File: config.mk
export PLATFORM = sky130hd
export DESIGN_NAME = bp_frontend
export DESIGN_NICKNAME = d
export VERILOG_FILES = /design/src/bp_config_pkg.sv /design/src/bp_types_pkg.sv /design/src/bht.sv /design/src/bp_frontend.sv /design/src/btb.sv /design/src/next_pc_ctrl.sv
export SDC_FILE = /design/constraint.sdc
export NUM_CORES = 1
export LEC_CHECK = 0
export BUFFER_PORTS_ARGS = -buffer_cell sky130_fd_sc_hd__buf_2
export CAP_MARGIN = 10
export CORE_MARGIN = 8
export CORE_UTILIZATION = 40
export CTS_CLUSTER_DIAMETER = 80
export DETAILED_ROUTE_END_ITERATION = 16
export HOLD_SLACK_MARGIN = 0.06
export PLACE_DENSITY = 0.62
export SETUP_SLACK_MARGIN = 0.05
export SYNTH_ARGS = -nofsm -noshare
export SYNTH_HDL_FRONTEND = slang
export SYNTH_HIERARCHICAL = 1
export SYNTH_SLANG_ARGS = --single-unit
File: constraint.sdc
create_clock -name clk_i -period 3 [get_ports clk_i]
set_input_delay 0.15 -clock clk_i [delete_from_list [all_inputs] [get_ports clk_i]]
set_output_delay 0.15 -clock clk_i [all_outputs]
set_load 0.1 [all_outputs]
File: src/bp_config_pkg.sv
// Branch predictor configuration
// Geometry of the target buffer and history table, the shared
// address type and the row and slot index rule of a fetch PC
`default_nettype none

package bp_config_pkg;

  // ---------------------------------------------------------
  // Address space
  // ---------------------------------------------------------
  localparam int unsigned VLEN = 32;
  typedef logic [VLEN-1:0] vaddr_t;

  // First fetch PC after reset and flush
  localparam vaddr_t BOOT_ADDR = 32'h0000_1000;

  // ---------------------------------------------------------
  // Table geometry
  // ---------------------------------------------------------
  // Two 16-bit slots per 4-byte fetch block
  localparam int unsigned INSTR_PER_FETCH = 2;
  localparam int unsigned NR_ENTRIES      = 16;
  localparam int unsigned NR_ROWS         = NR_ENTRIES / INSTR_PER_FETCH;
  localparam int unsigned ROW_BITS        = $clog2(NR_ROWS);
  localparam int unsigned SLOT_BITS       = $clog2(INSTR_PER_FETCH);
  // PC bit 0 is always zero with compressed instructions
  localparam int unsigned OFFSET          = 1;

  // Weakly not-taken start value of every history counter
  localparam logic [1:0] BHT_INIT = 2'b01;

  typedef logic [ROW_BITS-1:0]  row_idx_t;
  typedef logic [SLOT_BITS-1:0] slot_idx_t;

  // Row comes from PC bits 4:2
  function automatic row_idx_t row_of(vaddr_t pc);
    return pc[OFFSET+SLOT_BITS +: ROW_BITS];
  endfunction

  // Slot within the row comes from PC bit 1
  function automatic slot_idx_t slot_of(vaddr_t pc);
    return pc[OFFSET +: SLOT_BITS];
  endfunction

endpackage

`default_nettype wire

File: src/bp_types_pkg.sv
// Branch predictor interface types
// Structs and enums passed between the control block, the two
// predictor tables and the execute stage
`default_nettype none

package bp_types_pkg;
  import bp_config_pkg::*;

  // Kind of resolved control-flow instruction
  typedef enum logic {
    CF_BRANCH = 1'b0,
    CF_JUMP   = 1'b1
  } cf_kind_e;

  // Fetch sequencer states
  typedef enum logic {
    ST_IDLE  = 1'b0,
    ST_FETCH = 1'b1
  } fetch_state_e;

  // ---------------------------------------------------------
  // Execute stage feedback
  // ---------------------------------------------------------
  typedef struct packed {
    logic     valid;
    vaddr_t   pc;
    vaddr_t   target;
    logic     taken;
    logic     mispredict;
    cf_kind_e kind;
  } resolution_t;

  // ---------------------------------------------------------
  // Table write and read ports
  // ---------------------------------------------------------
  typedef struct packed {
    logic   valid;
    vaddr_t pc;
    vaddr_t target_address;
  } btb_update_t;

  typedef struct packed {
    logic   valid;
    vaddr_t target_address;
  } btb_prediction_t;

  typedef struct packed {
    logic     valid;
    vaddr_t   pc;
    logic     taken;
    cf_kind_e kind;
  } bht_update_t;

  // Frontend output toward fetch
  typedef struct packed {
    logic   valid;
    vaddr_t pc;
    logic   pred_taken;
  } fetch_req_t;

endpackage

`default_nettype wire

File: src/bht.sv
// Branch history table
// 2-bit saturating counters with the same row and slot geometry as
// the target buffer. Each slot of the row selected by the fetch PC
// reports the counter's upper bit as its taken decision
`timescale 1ns/1ps
`default_nettype none

module bht
  import bp_config_pkg::*;
  import bp_types_pkg::*;
(
  input  logic                        clk_i,
  input  logic                        rst_ni,
  // Returns every counter to weakly not-taken
  input  logic                        flush_i,
  // Fetch PC selecting the row
  input  vaddr_t                      vpc_i,
  // Training port from the control block
  input  bht_update_t                 bht_update_i,
  // Predicted direction per slot
  output logic [INSTR_PER_FETCH-1:0]  bht_taken_o
);

  logic [1:0] cnt_q [NR_ROWS][INSTR_PER_FETCH];

  row_idx_t   rd_row;
  row_idx_t   upd_row;
  slot_idx_t  upd_slot;
  logic [1:0] cnt_cur;
  logic [1:0] cnt_nxt;

  assign rd_row   = row_of(vpc_i);
  assign upd_row  = row_of(bht_update_i.pc);
  assign upd_slot = slot_of(bht_update_i.pc);

  // Upper bit set means taken
  for (genvar i = 0; i < INSTR_PER_FETCH; i++) begin : gen_read
    assign bht_taken_o[i] = cnt_q[rd_row][i][1];
  end

  // ---------------------------------------------------------
  // Next counter value for the addressed entry
  // ---------------------------------------------------------
  always_comb begin : cnt_next
    cnt_cur = cnt_q[upd_row][upd_slot];
    cnt_nxt = cnt_cur;
    case (bht_update_i.kind)
      // Jumps are always taken, go straight to strongly taken
      CF_JUMP: cnt_nxt = 2'b11;
      CF_BRANCH: begin
        if (bht_update_i.taken) begin
          if (cnt_cur != 2'b11) cnt_nxt = cnt_cur + 2'd1;
        end else if (cnt_cur != 2'b00) begin
          cnt_nxt = cnt_cur - 2'd1;
        end
      end
      default: cnt_nxt = cnt_cur;
    endcase
  end

  // Flush has priority over training in the same cycle
  always_ff @(posedge clk_i or negedge rst_ni) begin
    if (!rst_ni) begin
      for (int r = 0; r < NR_ROWS; r++) begin
        for (int s = 0; s < INSTR_PER_FETCH; s++) begin
          cnt_q[r][s] <= BHT_INIT;
        end
      end
    end else if (flush_i) begin
      for (int r = 0; r < NR_ROWS; r++) begin
        for (int s = 0; s < INSTR_PER_FETCH; s++) begin
          cnt_q[r][s] <= BHT_INIT;
        end
      end
    end else if (bht_update_i.valid) begin
      cnt_q[upd_row][upd_slot] <= cnt_nxt;
    end
  end

endmodule

`default_nettype wire

File: src/bp_frontend.sv
// Branch prediction frontend
// Connects the next-PC control block to the branch target buffer
// and the branch history table
`timescale 1ns/1ps
`default_nettype none

module bp_frontend
  import bp_config_pkg::*;
  import bp_types_pkg::*;
(
  input  logic        clk_i,
  input  logic        rst_ni,
  input  logic        fetch_en_i,
  input  logic        flush_i,
  input  logic        debug_mode_i,
  input  resolution_t resolve_i,
  output fetch_req_t  fetch_req_o
);

  // Table lookup and training paths
  vaddr_t                                fetch_pc;
  btb_update_t                           btb_update;
  bht_update_t                           bht_update;
  btb_prediction_t [INSTR_PER_FETCH-1:0] btb_pred;
  logic [INSTR_PER_FETCH-1:0]            bht_taken;

  next_pc_ctrl u_next_pc_ctrl (
    .clk_i        (clk_i),
    .rst_ni       (rst_ni),
    .fetch_en_i   (fetch_en_i),
    .flush_i      (flush_i),
    .debug_mode_i (debug_mode_i),
    .resolve_i    (resolve_i),
    .btb_pred_i   (btb_pred),
    .bht_taken_i  (bht_taken),
    .fetch_pc_o   (fetch_pc),
    .btb_update_o (btb_update),
    .bht_update_o (bht_update),
    .fetch_req_o  (fetch_req_o)
  );

  btb u_btb (
    .clk_i            (clk_i),
    .rst_ni           (rst_ni),
    .flush_i          (flush_i),
    .vpc_i            (fetch_pc),
    .btb_update_i     (btb_update),
    .btb_prediction_o (btb_pred)
  );

  bht u_bht (
    .clk_i        (clk_i),
    .rst_ni       (rst_ni),
    .flush_i      (flush_i),
    .vpc_i        (fetch_pc),
    .bht_update_i (bht_update),
    .bht_taken_o  (bht_taken)
  );

endmodule

`default_nettype wire

File: src/btb.sv
// Branch target buffer
// Flip-flop table of resolved targets, NR_ROWS rows of one entry
// per 16-bit slot. Both slots of the row selected by the fetch PC
// are presented combinationally. Resolved taken mispredicts write
// one entry; reset and flush drop every entry
`timescale 1ns/1ps
`default_nettype none

module btb
  import bp_config_pkg::*;
  import bp_types_pkg::*;
(
  input  logic                                   clk_i,
  input  logic                                   rst_ni,
  // Drops every stored target
  input  logic                                   flush_i,
  // Fetch PC selecting the row
  input  vaddr_t                                 vpc_i,
  // Write port from the control block
  input  btb_update_t                            btb_update_i,
  // One entry per slot of the selected row
  output btb_prediction_t [INSTR_PER_FETCH-1:0]  btb_prediction_o
);

  // Entry valid bits, cleared on reset and flush
  logic [INSTR_PER_FETCH-1:0] valid_q [NR_ROWS];
  // Stored targets, meaningful only with the valid bit set
  vaddr_t target_q [NR_ROWS][INSTR_PER_FETCH];

  row_idx_t  rd_row;
  row_idx_t  upd_row;
  slot_idx_t upd_slot;

  assign rd_row   = row_of(vpc_i);
  assign upd_row  = row_of(btb_update_i.pc);
  assign upd_slot = slot_of(btb_update_i.pc);

  // ---------------------------------------------------------
  // Read, zero cycles from the fetch PC
  // ---------------------------------------------------------
  for (genvar i = 0; i < INSTR_PER_FETCH; i++) begin : gen_read
    assign btb_prediction_o[i].valid          = valid_q[rd_row][i];
    assign btb_prediction_o[i].target_address = target_q[rd_row][i];
  end

  // ---------------------------------------------------------
  // Write, visible on the cycle after the update
  // ---------------------------------------------------------
  // Flush wins over an update in the same cycle
  always_ff @(posedge clk_i or negedge rst_ni) begin
    if (!rst_ni) begin
      for (int r = 0; r < NR_ROWS; r++) begin
        valid_q[r] <= '0;
      end
    end else if (flush_i) begin
      for (int r = 0; r < NR_ROWS; r++) begin
        valid_q[r] <= '0;
      end
    end else if (btb_update_i.valid) begin
      valid_q[upd_row][upd_slot] <= 1'b1;
    end
  end

  // Target storage, a write under flush stays hidden behind the cleared valid
  always_ff @(posedge clk_i) begin
    if (btb_update_i.valid) begin
      target_q[upd_row][upd_slot] <= btb_update_i.target_address;
    end
  end

endmodule

`default_nettype wire

File: src/next_pc_ctrl.sv
// Next-PC control
// Sequences the fetch PC, picks the predicted next PC from the two
// tables, redirects on a mispredict and turns execute resolutions
// into table updates. Training is held off in debug mode
`timescale 1ns/1ps
`default_nettype none

module next_pc_ctrl
  import bp_config_pkg::*;
  import bp_types_pkg::*;
(
  input  logic                                   clk_i,
  input  logic                                   rst_ni,
  input  logic                                   fetch_en_i,
  input  logic                                   flush_i,
  input  logic                                   debug_mode_i,
  // Resolution from execute
  input  resolution_t                            resolve_i,
  // Table read results for the current fetch PC
  input  btb_prediction_t [INSTR_PER_FETCH-1:0]  btb_pred_i,
  input  logic [INSTR_PER_FETCH-1:0]             bht_taken_i,
  output vaddr_t                                 fetch_pc_o,
  output btb_update_t                            btb_update_o,
  output bht_update_t                            bht_update_o,
  output fetch_req_t                             fetch_req_o
);

  fetch_state_e state_q, state_d;
  vaddr_t       fetch_pc_q, fetch_pc_d;

  logic   in_fetch;
  logic   mispredict;
  vaddr_t redirect_pc;
  vaddr_t seq_pc;
  logic   pred_hit;
  vaddr_t pred_target;

  assign in_fetch   = (state_q == ST_FETCH);
  assign mispredict = resolve_i.valid && resolve_i.mispredict;

  // Not-taken fallthrough skips one compressed slot
  assign redirect_pc = resolve_i.taken ? resolve_i.target : resolve_i.pc + vaddr_t'(2);
  // Next aligned fetch block
  assign seq_pc      = {fetch_pc_q[VLEN-1:2], 2'b00} + vaddr_t'(4);

  // ---------------------------------------------------------
  // Slot scan, first taken hit at or after the fetch slot
  // ---------------------------------------------------------
  always_comb begin : slot_scan
    pred_hit    = 1'b0;
    pred_target = seq_pc;
    for (int i = 0; i < INSTR_PER_FETCH; i++) begin
      if (!pred_hit && (i >= int'(slot_of(fetch_pc_q))) &&
          btb_pred_i[i].valid && bht_taken_i[i]) begin
        pred_hit    = 1'b1;
        pred_target = btb_pred_i[i].target_address;
      end
    end
  end

  // ---------------------------------------------------------
  // FSM and fetch PC selection
  // ---------------------------------------------------------
  always_comb begin : fsm
    state_d    = state_q;
    fetch_pc_d = fetch_pc_q;
    case (state_q)
      ST_IDLE:  if (fetch_en_i) state_d = ST_FETCH;
      ST_FETCH: if (!fetch_en_i) state_d = ST_IDLE;
      default:  state_d = ST_IDLE;
    endcase
    // Redirect beats flush, flush beats prediction
    if (in_fetch && mispredict) begin
      fetch_pc_d = redirect_pc;
    end else if (flush_i) begin
      fetch_pc_d = BOOT_ADDR;
    end else if (in_fetch && fetch_en_i) begin
      fetch_pc_d = pred_hit ? pred_target : seq_pc;
    end
  end

  always_ff @(posedge clk_i or negedge rst_ni) begin
    if (!rst_ni) begin
      state_q    <= ST_IDLE;
      fetch_pc_q <= BOOT_ADDR;
    end else begin
      state_q    <= state_d;
      fetch_pc_q <= fetch_pc_d;
    end
  end

  // ---------------------------------------------------------
  // Outputs
  // ---------------------------------------------------------
  assign fetch_pc_o             = fetch_pc_q;
  assign fetch_req_o.valid      = in_fetch;
  assign fetch_req_o.pc         = fetch_pc_q;
  // Only when the predicted target is the one taken
  assign fetch_req_o.pred_taken = in_fetch && pred_hit && !mispredict;

  // Target buffer learns only taken mispredicts
  assign btb_update_o.valid          = mispredict && resolve_i.taken && !debug_mode_i;
  assign btb_update_o.pc             = resolve_i.pc;
  assign btb_update_o.target_address = resolve_i.target;

  // History table trains on every resolution outside debug
  assign bht_update_o.valid = resolve_i.valid && !debug_mode_i;
  assign bht_update_o.pc    = resolve_i.pc;
  assign bht_update_o.taken = resolve_i.taken;
  assign bht_update_o.kind  = resolve_i.kind;

endmodule

`default_nettype wire

==> flow_metrics.py, run 1 <==
metrics = {
    "finish": {
        "final_core_utilization": 0.465,
        "finish.net_count": 1835,
        "mostFrequentLayoutCell": "edfxtp_1",
        "finish.instance_area_um2": 30500,
        "instances_no_fill": 2672,
        "flow.area_growth_from_synthesis_pct": 15.4,
        "most-common-layout-cells": "edfxtp_1 (512), mux4_2 (136), buf_2 (104), nor2_1 (100), buf_4 (74)",
        "drive_above_1_share": 0.309,
    },
    "clock_network": {
        "htree_num_levels": 3,
        "tritoncts": "done",
        "clock_tree_root_driver_cell": "clkbuf_16",
        "cts-root-to-sink-buffers": 3,
        "clk-insertion-delay-late_ps": 600,
        "clock_sink_count": 593,
        "cts_bufs_inserted": 66,
        "clkTransAtPathRegs_ps": 60,
    },
    "global_routing": {
        "antenna_found_initial": 3,
        "global_route.peak_usage_layer": "met2",
        "grt_usage": 0.188,
        "grt_max_degree": 65,
        "met2_demand_to_capacity_share_in_global_routing": 0.299,
        "globalRouteMet3Util": 0.0453,
        "globalRouteMet1Util": 0.257,
        "grt_first_pass_wirelength_um": 105000,
        "grt_pass1_vias": 15831,
        "grt-ovfl-total": 0,
    },
    "sta": {
        "finalHoldWorstSlack_ps": 100,
        "hold_viol_final": 0,
        "finalMaxSlewViolations": 0,
        "unrepaired_setup_endpoints_after_global_routing": "yes",
        "tightestPinTransition_ps": 917,
        "timing.fmax_ghz": 0.356,
        "worst_skew_ps": 24.6,
        "finalSetupViolations": 0,
        "min_period_over_period": 0.938,
        "timing.final.crit_period_ps": 2810,
        "normalized_max_slew_margin": 0.388,
    },
    "min_path": {
        "min_from": "resolve_i[61]",
        "worst_hold_path_type": "primary input to flop",
        "hold-path-cell-count": 4,
    },
    "worst_setup_path": {
        "cp.required_ps": 2850,
        "arrival_time_at_the_worst_endpoint_ps": 2660,
        "worst_setup_path_start_kind": "flop",
        "crit_type": "flop to primary output",
        "setup_crit_start": "u_next_pc_ctrl/fetch_pc_o[2]",
        "critical_path.reg2reg.startpoint": "u_next_pc_ctrl/fetch_pc_o[2]",
        "worst-path-max-fanout": 7,
        "r2r_cells": 8,
        "worstSetupEndpointType": "primary output",
    },
    "route": {
        "vias_per_cell": 5.88,
        "ant_nets": 0,
        "routed-via-count": 15717,
        "detail_route.drc_violations": 0,
        "route.final.wire_length_um": 71200,
        "drt_first_iter_violations": 1571,
        "wl_per_cell_um": 26.6,
        "drt_pass1_iterations": 5,
    },
    "synth": {
        "netlist_area_um2": 26400,
        "avgSynthCellArea_um2": 16.3,
        "post_synth_inst_count": 1619,
        "synth_warnings": 6,
        "syn-num-nets": 1694,
    },
    "die": {
        "initial_core_util": 0.403,
        "die_area_um2": 74500,
        "chipHeight_um": 273,
        "chipWidth_um": 273,
        "rows": 94,
        "io_pins": 107,
        "core-area_um2": 65500,
    },
    "pwr": {
        "clkPwrFrac": 0.391,
        "total_power_mw": 19.4,
        "power.switching_mw": 4.86,
        "switching_share": 0.251,
        "cellLeakagePower_nw": 10.2,
        "combinationalPowerShare": 0.137,
        "peakVddDrop_mv": 0.473,
        "power_density_nw_per_um2": 636,
        "cell_int_power_mw": 14.5,
        "share_seq_of_total_power": 0.473,
    },
    "place": {
        "post-place-cells": 2498,
        "port_buffers": 106,
        "hpwlAfterDp_um": 44400,
        "placedInstanceArea_um2": 27800,
        "place_congestion": 0.864,
    },
    "flow_run": {
        "max_cap_viol_count": 0,
    },
    "run_status": {
        "run_status": "finished clean",
    },
}
==> flip-flops by register name (all words and copies together), names as in the netlist <==
register and flops:
u_bht/cnt_q 32, u_btb/valid_q 16, u_next_pc_ctrl/fetch_pc_o 32, u_next_pc_ctrl/in_fetch 1
u_btb/target_q 512
==> metrics by stage <==
stage	setup TNS (ps)	setup WS, ps
2_1_floorplan	-14110	-110
6_report	0	187
4_1_cts	0	51.2
3_5_place_dp	0	186
5_1_grt	0	20.0
3_3_place_gp	0	178
==> worst paths after layout <==
check | slack [ps] | end
min | 100 | u_next_pc_ctrl/fetch_pc_o[26]
min reg2reg | 500 | u_btb/valid_q[12]
max | 190 | fetch_req_o[0]
min in group asynchronous | 230 | u_bht/cnt_q[25]
max reg2reg | 190 | u_next_pc_ctrl/fetch_pc_o[23]
max in group asynchronous | 1970 | u_bht/cnt_q[6]
==> layer usage <==
layer / part of all wire / vias up
li1: - / 6663
met1: 0.42 / 8255
met2: 0.48 / 696
met3: 0.087 / 99
met4: 0.022 / 4
met5: 0.00032 / -
==> worst max-delay path: stages, from the launching register on <==
cell      delay [ps]
dfrtp_4          500
buf_12           150
mux4_2           420
mux2_2           300
nand3b_1         160
nand2_4          110
and3_4           200
buf_4            230
==> repair_timing <==
item | 4_1_cts | 5_1_grt
hold buffers | 52 | 0
cloned | 0 | 1
setup endpoints to repair | 1 | 10
endpoints found under the hold margin | 576 | 0
pin swaps | 0 | 1
buffers inserted | 1 | 4
resized for setup | 3 | 2
==> layout make-up <==
| class | instances | area, um2 |
|---|---|---|
| multi-input combinational | 845 | 8030 |
| tap | 864 | 1080 |
| sequential | 593 | 17400 |
| antenna | 1 | 2.50 |
| clock inverter | 29 | 206 |
| inverter | 10 | 37.5 |
| timing repair buffer | 244 | 1880 |
| clock buffer | 86 | 1790 |
| fill | 5589 | 35000 |
==> power groups by stage <==
stage               sequential [mW]  clock [mW]  combinational [mW]
floorplan                      9.27           0                1.95
global placement               9.33           0                2.55
detailed placement             9.33           0                2.57
CTS                            9.16        7.72                2.64
global route                   9.16        8.01                2.81
finish                         9.15        7.57                2.65
No activity file was read; power rests on OpenSTA's default activity.
==> run 2: changes to the inputs <==
--- a/config.mk
+++ b/config.mk
@@ -5,7 +5,7 @@
 export SDC_FILE = /design/constraint.sdc
 export NUM_CORES = 1
 export LEC_CHECK = 0
-export BUFFER_PORTS_ARGS = -buffer_cell sky130_fd_sc_hd__buf_2
+export BUFFER_PORTS_ARGS = -buffer_cell sky130_fd_sc_hd__buf_4
 export CAP_MARGIN = 10
 export CORE_MARGIN = 8
 export CORE_UTILIZATION = 40
==> constraint.sdc (replaced) <==
create_clock -name clk_i -period 3 [get_ports clk_i]
set_input_delay 0.15 -clock clk_i [delete_from_list [all_inputs] [get_ports clk_i]]
set_output_delay 0.15 -clock clk_i [all_outputs]
set_load 0.005 [all_outputs]
==> flow_metrics.py, run 2 (synthesized netlist as in run 1, its figures left out) <==
metrics = {
    "run_status": {
        "run_status": "finished clean",
    },
    "route": {
        "vias_per_cell": 5.85,
        "routed-via-count": 15575,
        "drt_first_iter_violations": 1662,
        "wl_per_cell_um": 26.5,
        "route.final.wire_length_um": 70700,
        "ant_nets": 0,
        "detail_route.drc_violations": 0,
        "drt_pass1_iterations": 5,
    },
    "global_routing": {
        "grt_first_pass_wirelength_um": 104000,
        "antenna_found_initial": 1,
        "grt_usage": 0.186,
        "grt_max_degree": 69,
        "grt-ovfl-total": 0,
        "grt_pass1_vias": 15535,
    },
    "sta": {
        "timing.fmax_ghz": 0.348,
        "min_period_over_period": 0.959,
        "finalMaxSlewViolations": 0,
        "hold_viol_final": 0,
        "tns_ps": 0,
        "finalHoldWorstSlack_ps": 97.0,
        "timing.final.crit_period_ps": 2880,
        "unrepaired_setup_endpoints_after_global_routing": "no",
        "finalSetupViolations": 0,
        "normalized_max_slew_margin": 0.467,
        "tightestPinTransition_ps": 800,
        "worst_slack_ps": 123,
        "worst_skew_ps": 14.5,
    },
    "place": {
        "post-place-ws_ps": 242,
        "port_buffers": 106,
        "post-place-cells": 2486,
        "hpwlAfterDp_um": 44100,
        "place_congestion": 0.839,
    },
    "die": {
        "rows": 94,
        "initial_core_util": 0.403,
        "chipHeight_um": 273,
        "io_pins": 107,
        "die_area_um2": 74500,
        "core-area_um2": 65500,
        "chipWidth_um": 273,
    },
    "finish": {
        "largest_register_ffs": 512,
        "most-common-layout-cells": "edfxtp_1 (512), buf_4 (152), mux4_2 (136), nor2_1 (100), mux2_2 (67)",
        "instances_no_fill": 2662,
        "mostFrequentLayoutCell": "edfxtp_1",
        "top_register": "u_btb/target_q",
        "drive_above_1_share": 0.301,
        "flow.area_growth_from_synthesis_pct": 16.8,
        "finish.net_count": 1826,
    },
    "clock_network": {
        "htree_num_levels": 2,
        "clk-insertion-delay-late_ps": 610,
        "clock_tree_root_driver_cell": "clkbuf_16",
        "clock_sink_count": 593,
        "clkTransAtPathRegs_ps": 60,
        "cts_bufs_inserted": 57,
        "tritoncts": "done",
        "cts-root-to-sink-buffers": 3,
    },
    "pwr": {
        "peakVddDrop_mv": 0.571,
        "switching_share": 0.231,
        "total_power_mw": 19.0,
        "cell_int_power_mw": 14.6,
        "power.switching_mw": 4.39,
        "power_density_nw_per_um2": 616,
        "combinationalPowerShare": 0.126,
        "share_seq_of_total_power": 0.482,
        "clkPwrFrac": 0.392,
        "cellLeakagePower_nw": 10.2,
    },
    "worst_setup_path": {
        "crit_type": "flop to primary output",
        "worstSetupEndpointType": "primary output",
        "cp.required_ps": 2850,
        "worst_setup_path_start_kind": "flop",
        "worst-path-max-fanout": 18,
        "arrival_time_at_the_worst_endpoint_ps": 2730,
    },
    "min_path": {
        "worst_hold_path_type": "primary input to flop",
    },
    "flow_run": {
        "max_cap_viol_count": 0,
    },
}
==> run 2: changes by cell type in the layout (fill, tap and decap cells not counted), moves of 3 or more <==
cell           before  now
clkbuf_1           16    8
buf_2             104    0
bufinv_16           2   11
buf_4              74  152
buf_12             11   22
clkbuf_16          69   57
dlygate4sd3_1      52   65
clkinv_1           13   16
==> run 2: area by class of cell <==
cell class,count,area (um2)
antenna,1,2.50
clock buffer,65,1460
clock inverter,40,472
fill,5530,34700
inverter,10,37.5
multi-input combinational,845,8030
sequential,593,17400
tap,864,1080
timing repair buffer,244,2310
==> run 2: final timing paths <==
check	depth (start not counted)	slack, ps	start	to
min in group asynchronous	2	190	rst_ni	u_next_pc_ctrl/fetch_pc_o[21]
worst min register to register	2	490	u_btb/valid_q[3]	u_btb/valid_q[3]
worst min-delay path	3	100	resolve_i[37]	u_bht/cnt_q[24]
max in group asynchronous	3	1980	rst_ni	u_bht/cnt_q[8]
worst max-delay path	8	120	u_next_pc_ctrl/fetch_pc_o[2]	fetch_req_o[0]
worst max register to register	8	230	u_next_pc_ctrl/fetch_pc_o[2]	u_next_pc_ctrl/fetch_pc_o[23]
==> run 2: worst max-delay path: stages, from the launching register on <==
cell and delay (ps):
dfrtp_4 490, buf_12 150, mux4_2 430, mux2_4 300
nand3b_1 170, nand2_2 90, buf_12 160, and3_4 190
buf_4 130
==> run 2: metrics by stage <==
stage / utilization / cell area (um2)
2_1_floorplan: - / 26400
3_3_place_gp: 0.430 / 28100
3_5_place_dp: 0.430 / 28100
4_1_cts: 0.470 / 30800
5_1_grt: 0.470 / 30800
6_report: 0.471 / 30800
==> run 2: per-layer routing <==
metal	track usage	vias up	part of all wire
li1	-	6661	-
met1	0.261	8132	0.43
met2	0.293	670	0.47
met3	0.0371	112	0.075
met4	0.0577	0	0.027
met5	0	-	0
==> run 2: power by group through the flow <==
stage	logic (mW)	registers [mW]	clock network, mW
3_3_place_gp	2.28	9.32	0
6_report	2.40	9.15	7.44
4_1_cts	2.41	9.14	7.59
3_5_place_dp	2.30	9.33	0
2_1_floorplan	1.62	9.27	0
5_1_grt	2.55	9.15	7.91
==> run 2: repair_timing <==
| item | CTS | global route |
|---|---|---|
| cloned | 0 | 0 |
| setup buffers | 4 | 1 |
| hold buffers | 65 | 0 |
| setup endpoints to repair | 1 | 5 |
| pin swaps | 0 | 2 |
| resized for setup | 5 | 9 |
| hold endpoints to repair | 609 | 0 |
==> run 3: changes to the inputs <==
--- a/config.mk
+++ b/config.mk
@@ -13,6 +13,7 @@
 export DETAILED_ROUTE_END_ITERATION = 16
 export HOLD_SLACK_MARGIN = 0.06
 export PLACE_DENSITY = 0.62
+export RECOVER_POWER = 50
 export SETUP_SLACK_MARGIN = 0.05
 export SYNTH_ARGS = -nofsm -noshare
 export SYNTH_HDL_FRONTEND = slang
==> flow_metrics.py, run 3 (synthesized netlist as in run 1, its figures left out) <==
metrics = {
    "finish": {
        "most-common-layout-cells": "edfxtp_1 (512), mux4_2 (136), buf_4 (106), nor2_1 (100), mux2_2 (67)",
        "finish.net_count": 1826,
        "largest_register_ffs": 512,
        "fillers": 5567,
        "flow.area_growth_from_synthesis_pct": 16.2,
        "mostFrequentLayoutCell": "edfxtp_1",
        "drive_above_1_share": 0.278,
        "top_register": "u_btb/target_q",
        "final_core_utilization": 0.468,
    },
    "clock_network": {
        "clock_sink_count": 593,
        "clock_tree_root_driver_cell": "clkbuf_16",
        "clkTransAtPathRegs_ps": 60,
        "clk-insertion-delay-late_ps": 610,
        "tritoncts": "done",
        "htree_num_levels": 2,
        "cts_bufs_inserted": 57,
        "cts-root-to-sink-buffers": 3,
    },
    "worst_setup_path": {
        "worst-path-max-fanout": 16,
        "cp.required_ps": 3300,
        "critPathSlowestCell": "nor3b_1",
        "arrival_time_at_the_worst_endpoint_ps": 3210,
        "worst_path_largest_cell_delay_ps": 800,
        "crit_type": "primary input to flop",
        "worst_setup_path_start_kind": "primary input",
        "worstSetupEndpointType": "flop",
        "path_cells": "dlygate4sd3_1 > buf_4 > nand2_1 > nor3b_1 > nand3b_1 > nor3_4 > buf_12",
    },
    "run_status": {
        "violations": "capacitance limit, slew limit",
        "run_status": "finished with violations",
    },
    "route": {
        "routed_length_on_met2_um": 33100,
        "route.met3.wl_um": 5180,
        "ant_nets": 0,
        "route.final.wire_length_um": 70400,
        "routed-via-count": 15488,
        "drt_first_iter_violations": 1700,
        "detail_route.drc_violations": 0,
        "wl_met1_um": 30200,
        "vias_per_cell": 5.82,
        "drt_pass1_iterations": 5,
        "wl_per_cell_um": 26.4,
        "uppermost_metal_layer_occupied_by_signal_nets": "met4",
    },
    "place": {
        "port_buffers": 106,
        "hpwlAfterDp_um": 44100,
        "post-place-ws_ps": 242,
        "place_congestion": 0.839,
    },
    "pwr": {
        "cellLeakagePower_nw": 10.0,
        "peakVddDrop_mv": 0.571,
        "cell_int_power_mw": 14.6,
        "clkPwrFrac": 0.392,
        "share_seq_of_total_power": 0.483,
        "power.switching_mw": 4.38,
        "power_density_nw_per_um2": 618,
        "combinationalPowerShare": 0.125,
        "switching_share": 0.231,
    },
    "global_routing": {
        "grt_usage": 0.186,
        "grt_first_pass_wirelength_um": 104000,
        "grt-ovfl-total": 0,
        "antenna_found_initial": 1,
        "grt_max_degree": 69,
        "grt_pass1_vias": 15535,
    },
    "die": {
        "rows": 94,
        "core-area_um2": 65500,
        "chipHeight_um": 273,
        "die_area_um2": 74500,
        "chipWidth_um": 273,
        "io_pins": 107,
        "initial_core_util": 0.403,
    },
    "sta": {
        "hold_viol_final": 0,
        "finalMaxSlewViolations": 52,
        "finalHoldWorstSlack_ps": 98.0,
        "min_period_over_period": 0.968,
        "tightestPinTransition_ps": 1530,
        "timing.final.crit_period_ps": 2900,
        "normalized_max_slew_margin": -0.0175,
        "worst_slack_ps": 96.9,
        "unrepaired_setup_endpoints_after_global_routing": "no",
        "worst_skew_ps": 13.3,
        "timing.fmax_ghz": 0.344,
        "finalSetupViolations": 0,
    },
    "min_path": {
        "worst_hold_path_type": "primary input to flop",
    },
    "flow_run": {
        "max_cap_viol_count": 1,
    },
}
## run 3: power by group through the flow
stage / Combinational [mW] / Sequential (mW) / Clock (mW)
2_1_floorplan: 1.62 / 9.27 / 0
3_3_place_gp: 2.28 / 9.32 / 0
3_5_place_dp: 2.30 / 9.33 / 0
4_1_cts: 2.41 / 9.14 / 7.59
5_1_grt: 2.52 / 9.16 / 7.91
6_report: 2.36 / 9.15 / 7.44
## run 3: final timing paths
check                                        startpoint                       endpoint  slack, ps  depth (start not counted)
setup / recovery                           resolve_i[1]          u_btb/target_q[4][58]        100                          7
hold / removal                            resolve_i[37]                u_bht/cnt_q[24]        100                          3
setup reg to reg           u_next_pc_ctrl/fetch_pc_o[2]  u_next_pc_ctrl/fetch_pc_o[23]        230                          8
hold reg to reg                        u_btb/valid_q[3]               u_btb/valid_q[3]        500                          2
max in group asynchronous                        rst_ni                 u_bht/cnt_q[1]        910                          3
min in group asynchronous                        rst_ni  u_next_pc_ctrl/fetch_pc_o[26]        480                          2
## run 3: layout make-up
class	count	area, um2	share of cell area
Tap cell	864	1080	0.0353
Clock inverter	40	472	0.0154
Multi-Input combinational cell	845	8020	0.261
Timing Repair Buffer	244	2160	0.0704
Sequential cell	593	17400	0.569
Clock buffer	65	1460	0.0475
Inverter	10	37.5	0.00122
Antenna cell	1	2.50	0.0000816
## run 3: routing by layer
metal,vias up,GRT usage
met3,109,0.0371
met2,594,0.293
met1,8114,0.261
met4,0,0.0577
li1,6671,-
met5,-,0
## run 3: stage by stage
| step | cells | total power [mW] | TNS (ps) | instance area, um2 |
|---|---|---|---|---|
| after global routing | 2661 | 19.6 | 0 | 30700 |
| after global placement | 2486 | 11.6 | 0 | 28100 |
| after floorplan | 1619 | 10.9 | -24490 | 26400 |
| after detailed placement | 2486 | 11.6 | 0 | 28100 |
| final | 2662 | 19.0 | 0 | 30700 |
| after CTS | 2660 | 19.1 | 0 | 30800 |
## run 3: worst max-delay path: cells and delay by family
kind / cells / cell delay [ps]
buffers and inverters: 3 / 950
and+or+nand+nor: 4 / 2070
## run 3: repair_timing
item | 4_1_cts | 5_1_grt
setup buffers | 4 | 1
endpoints found under the setup margin | 1 | 5
gates resized for setup | 5 | 9
endpoints found under the hold margin | 609 | 0
pin swaps | 0 | 2
hold buffers | 65 | 0
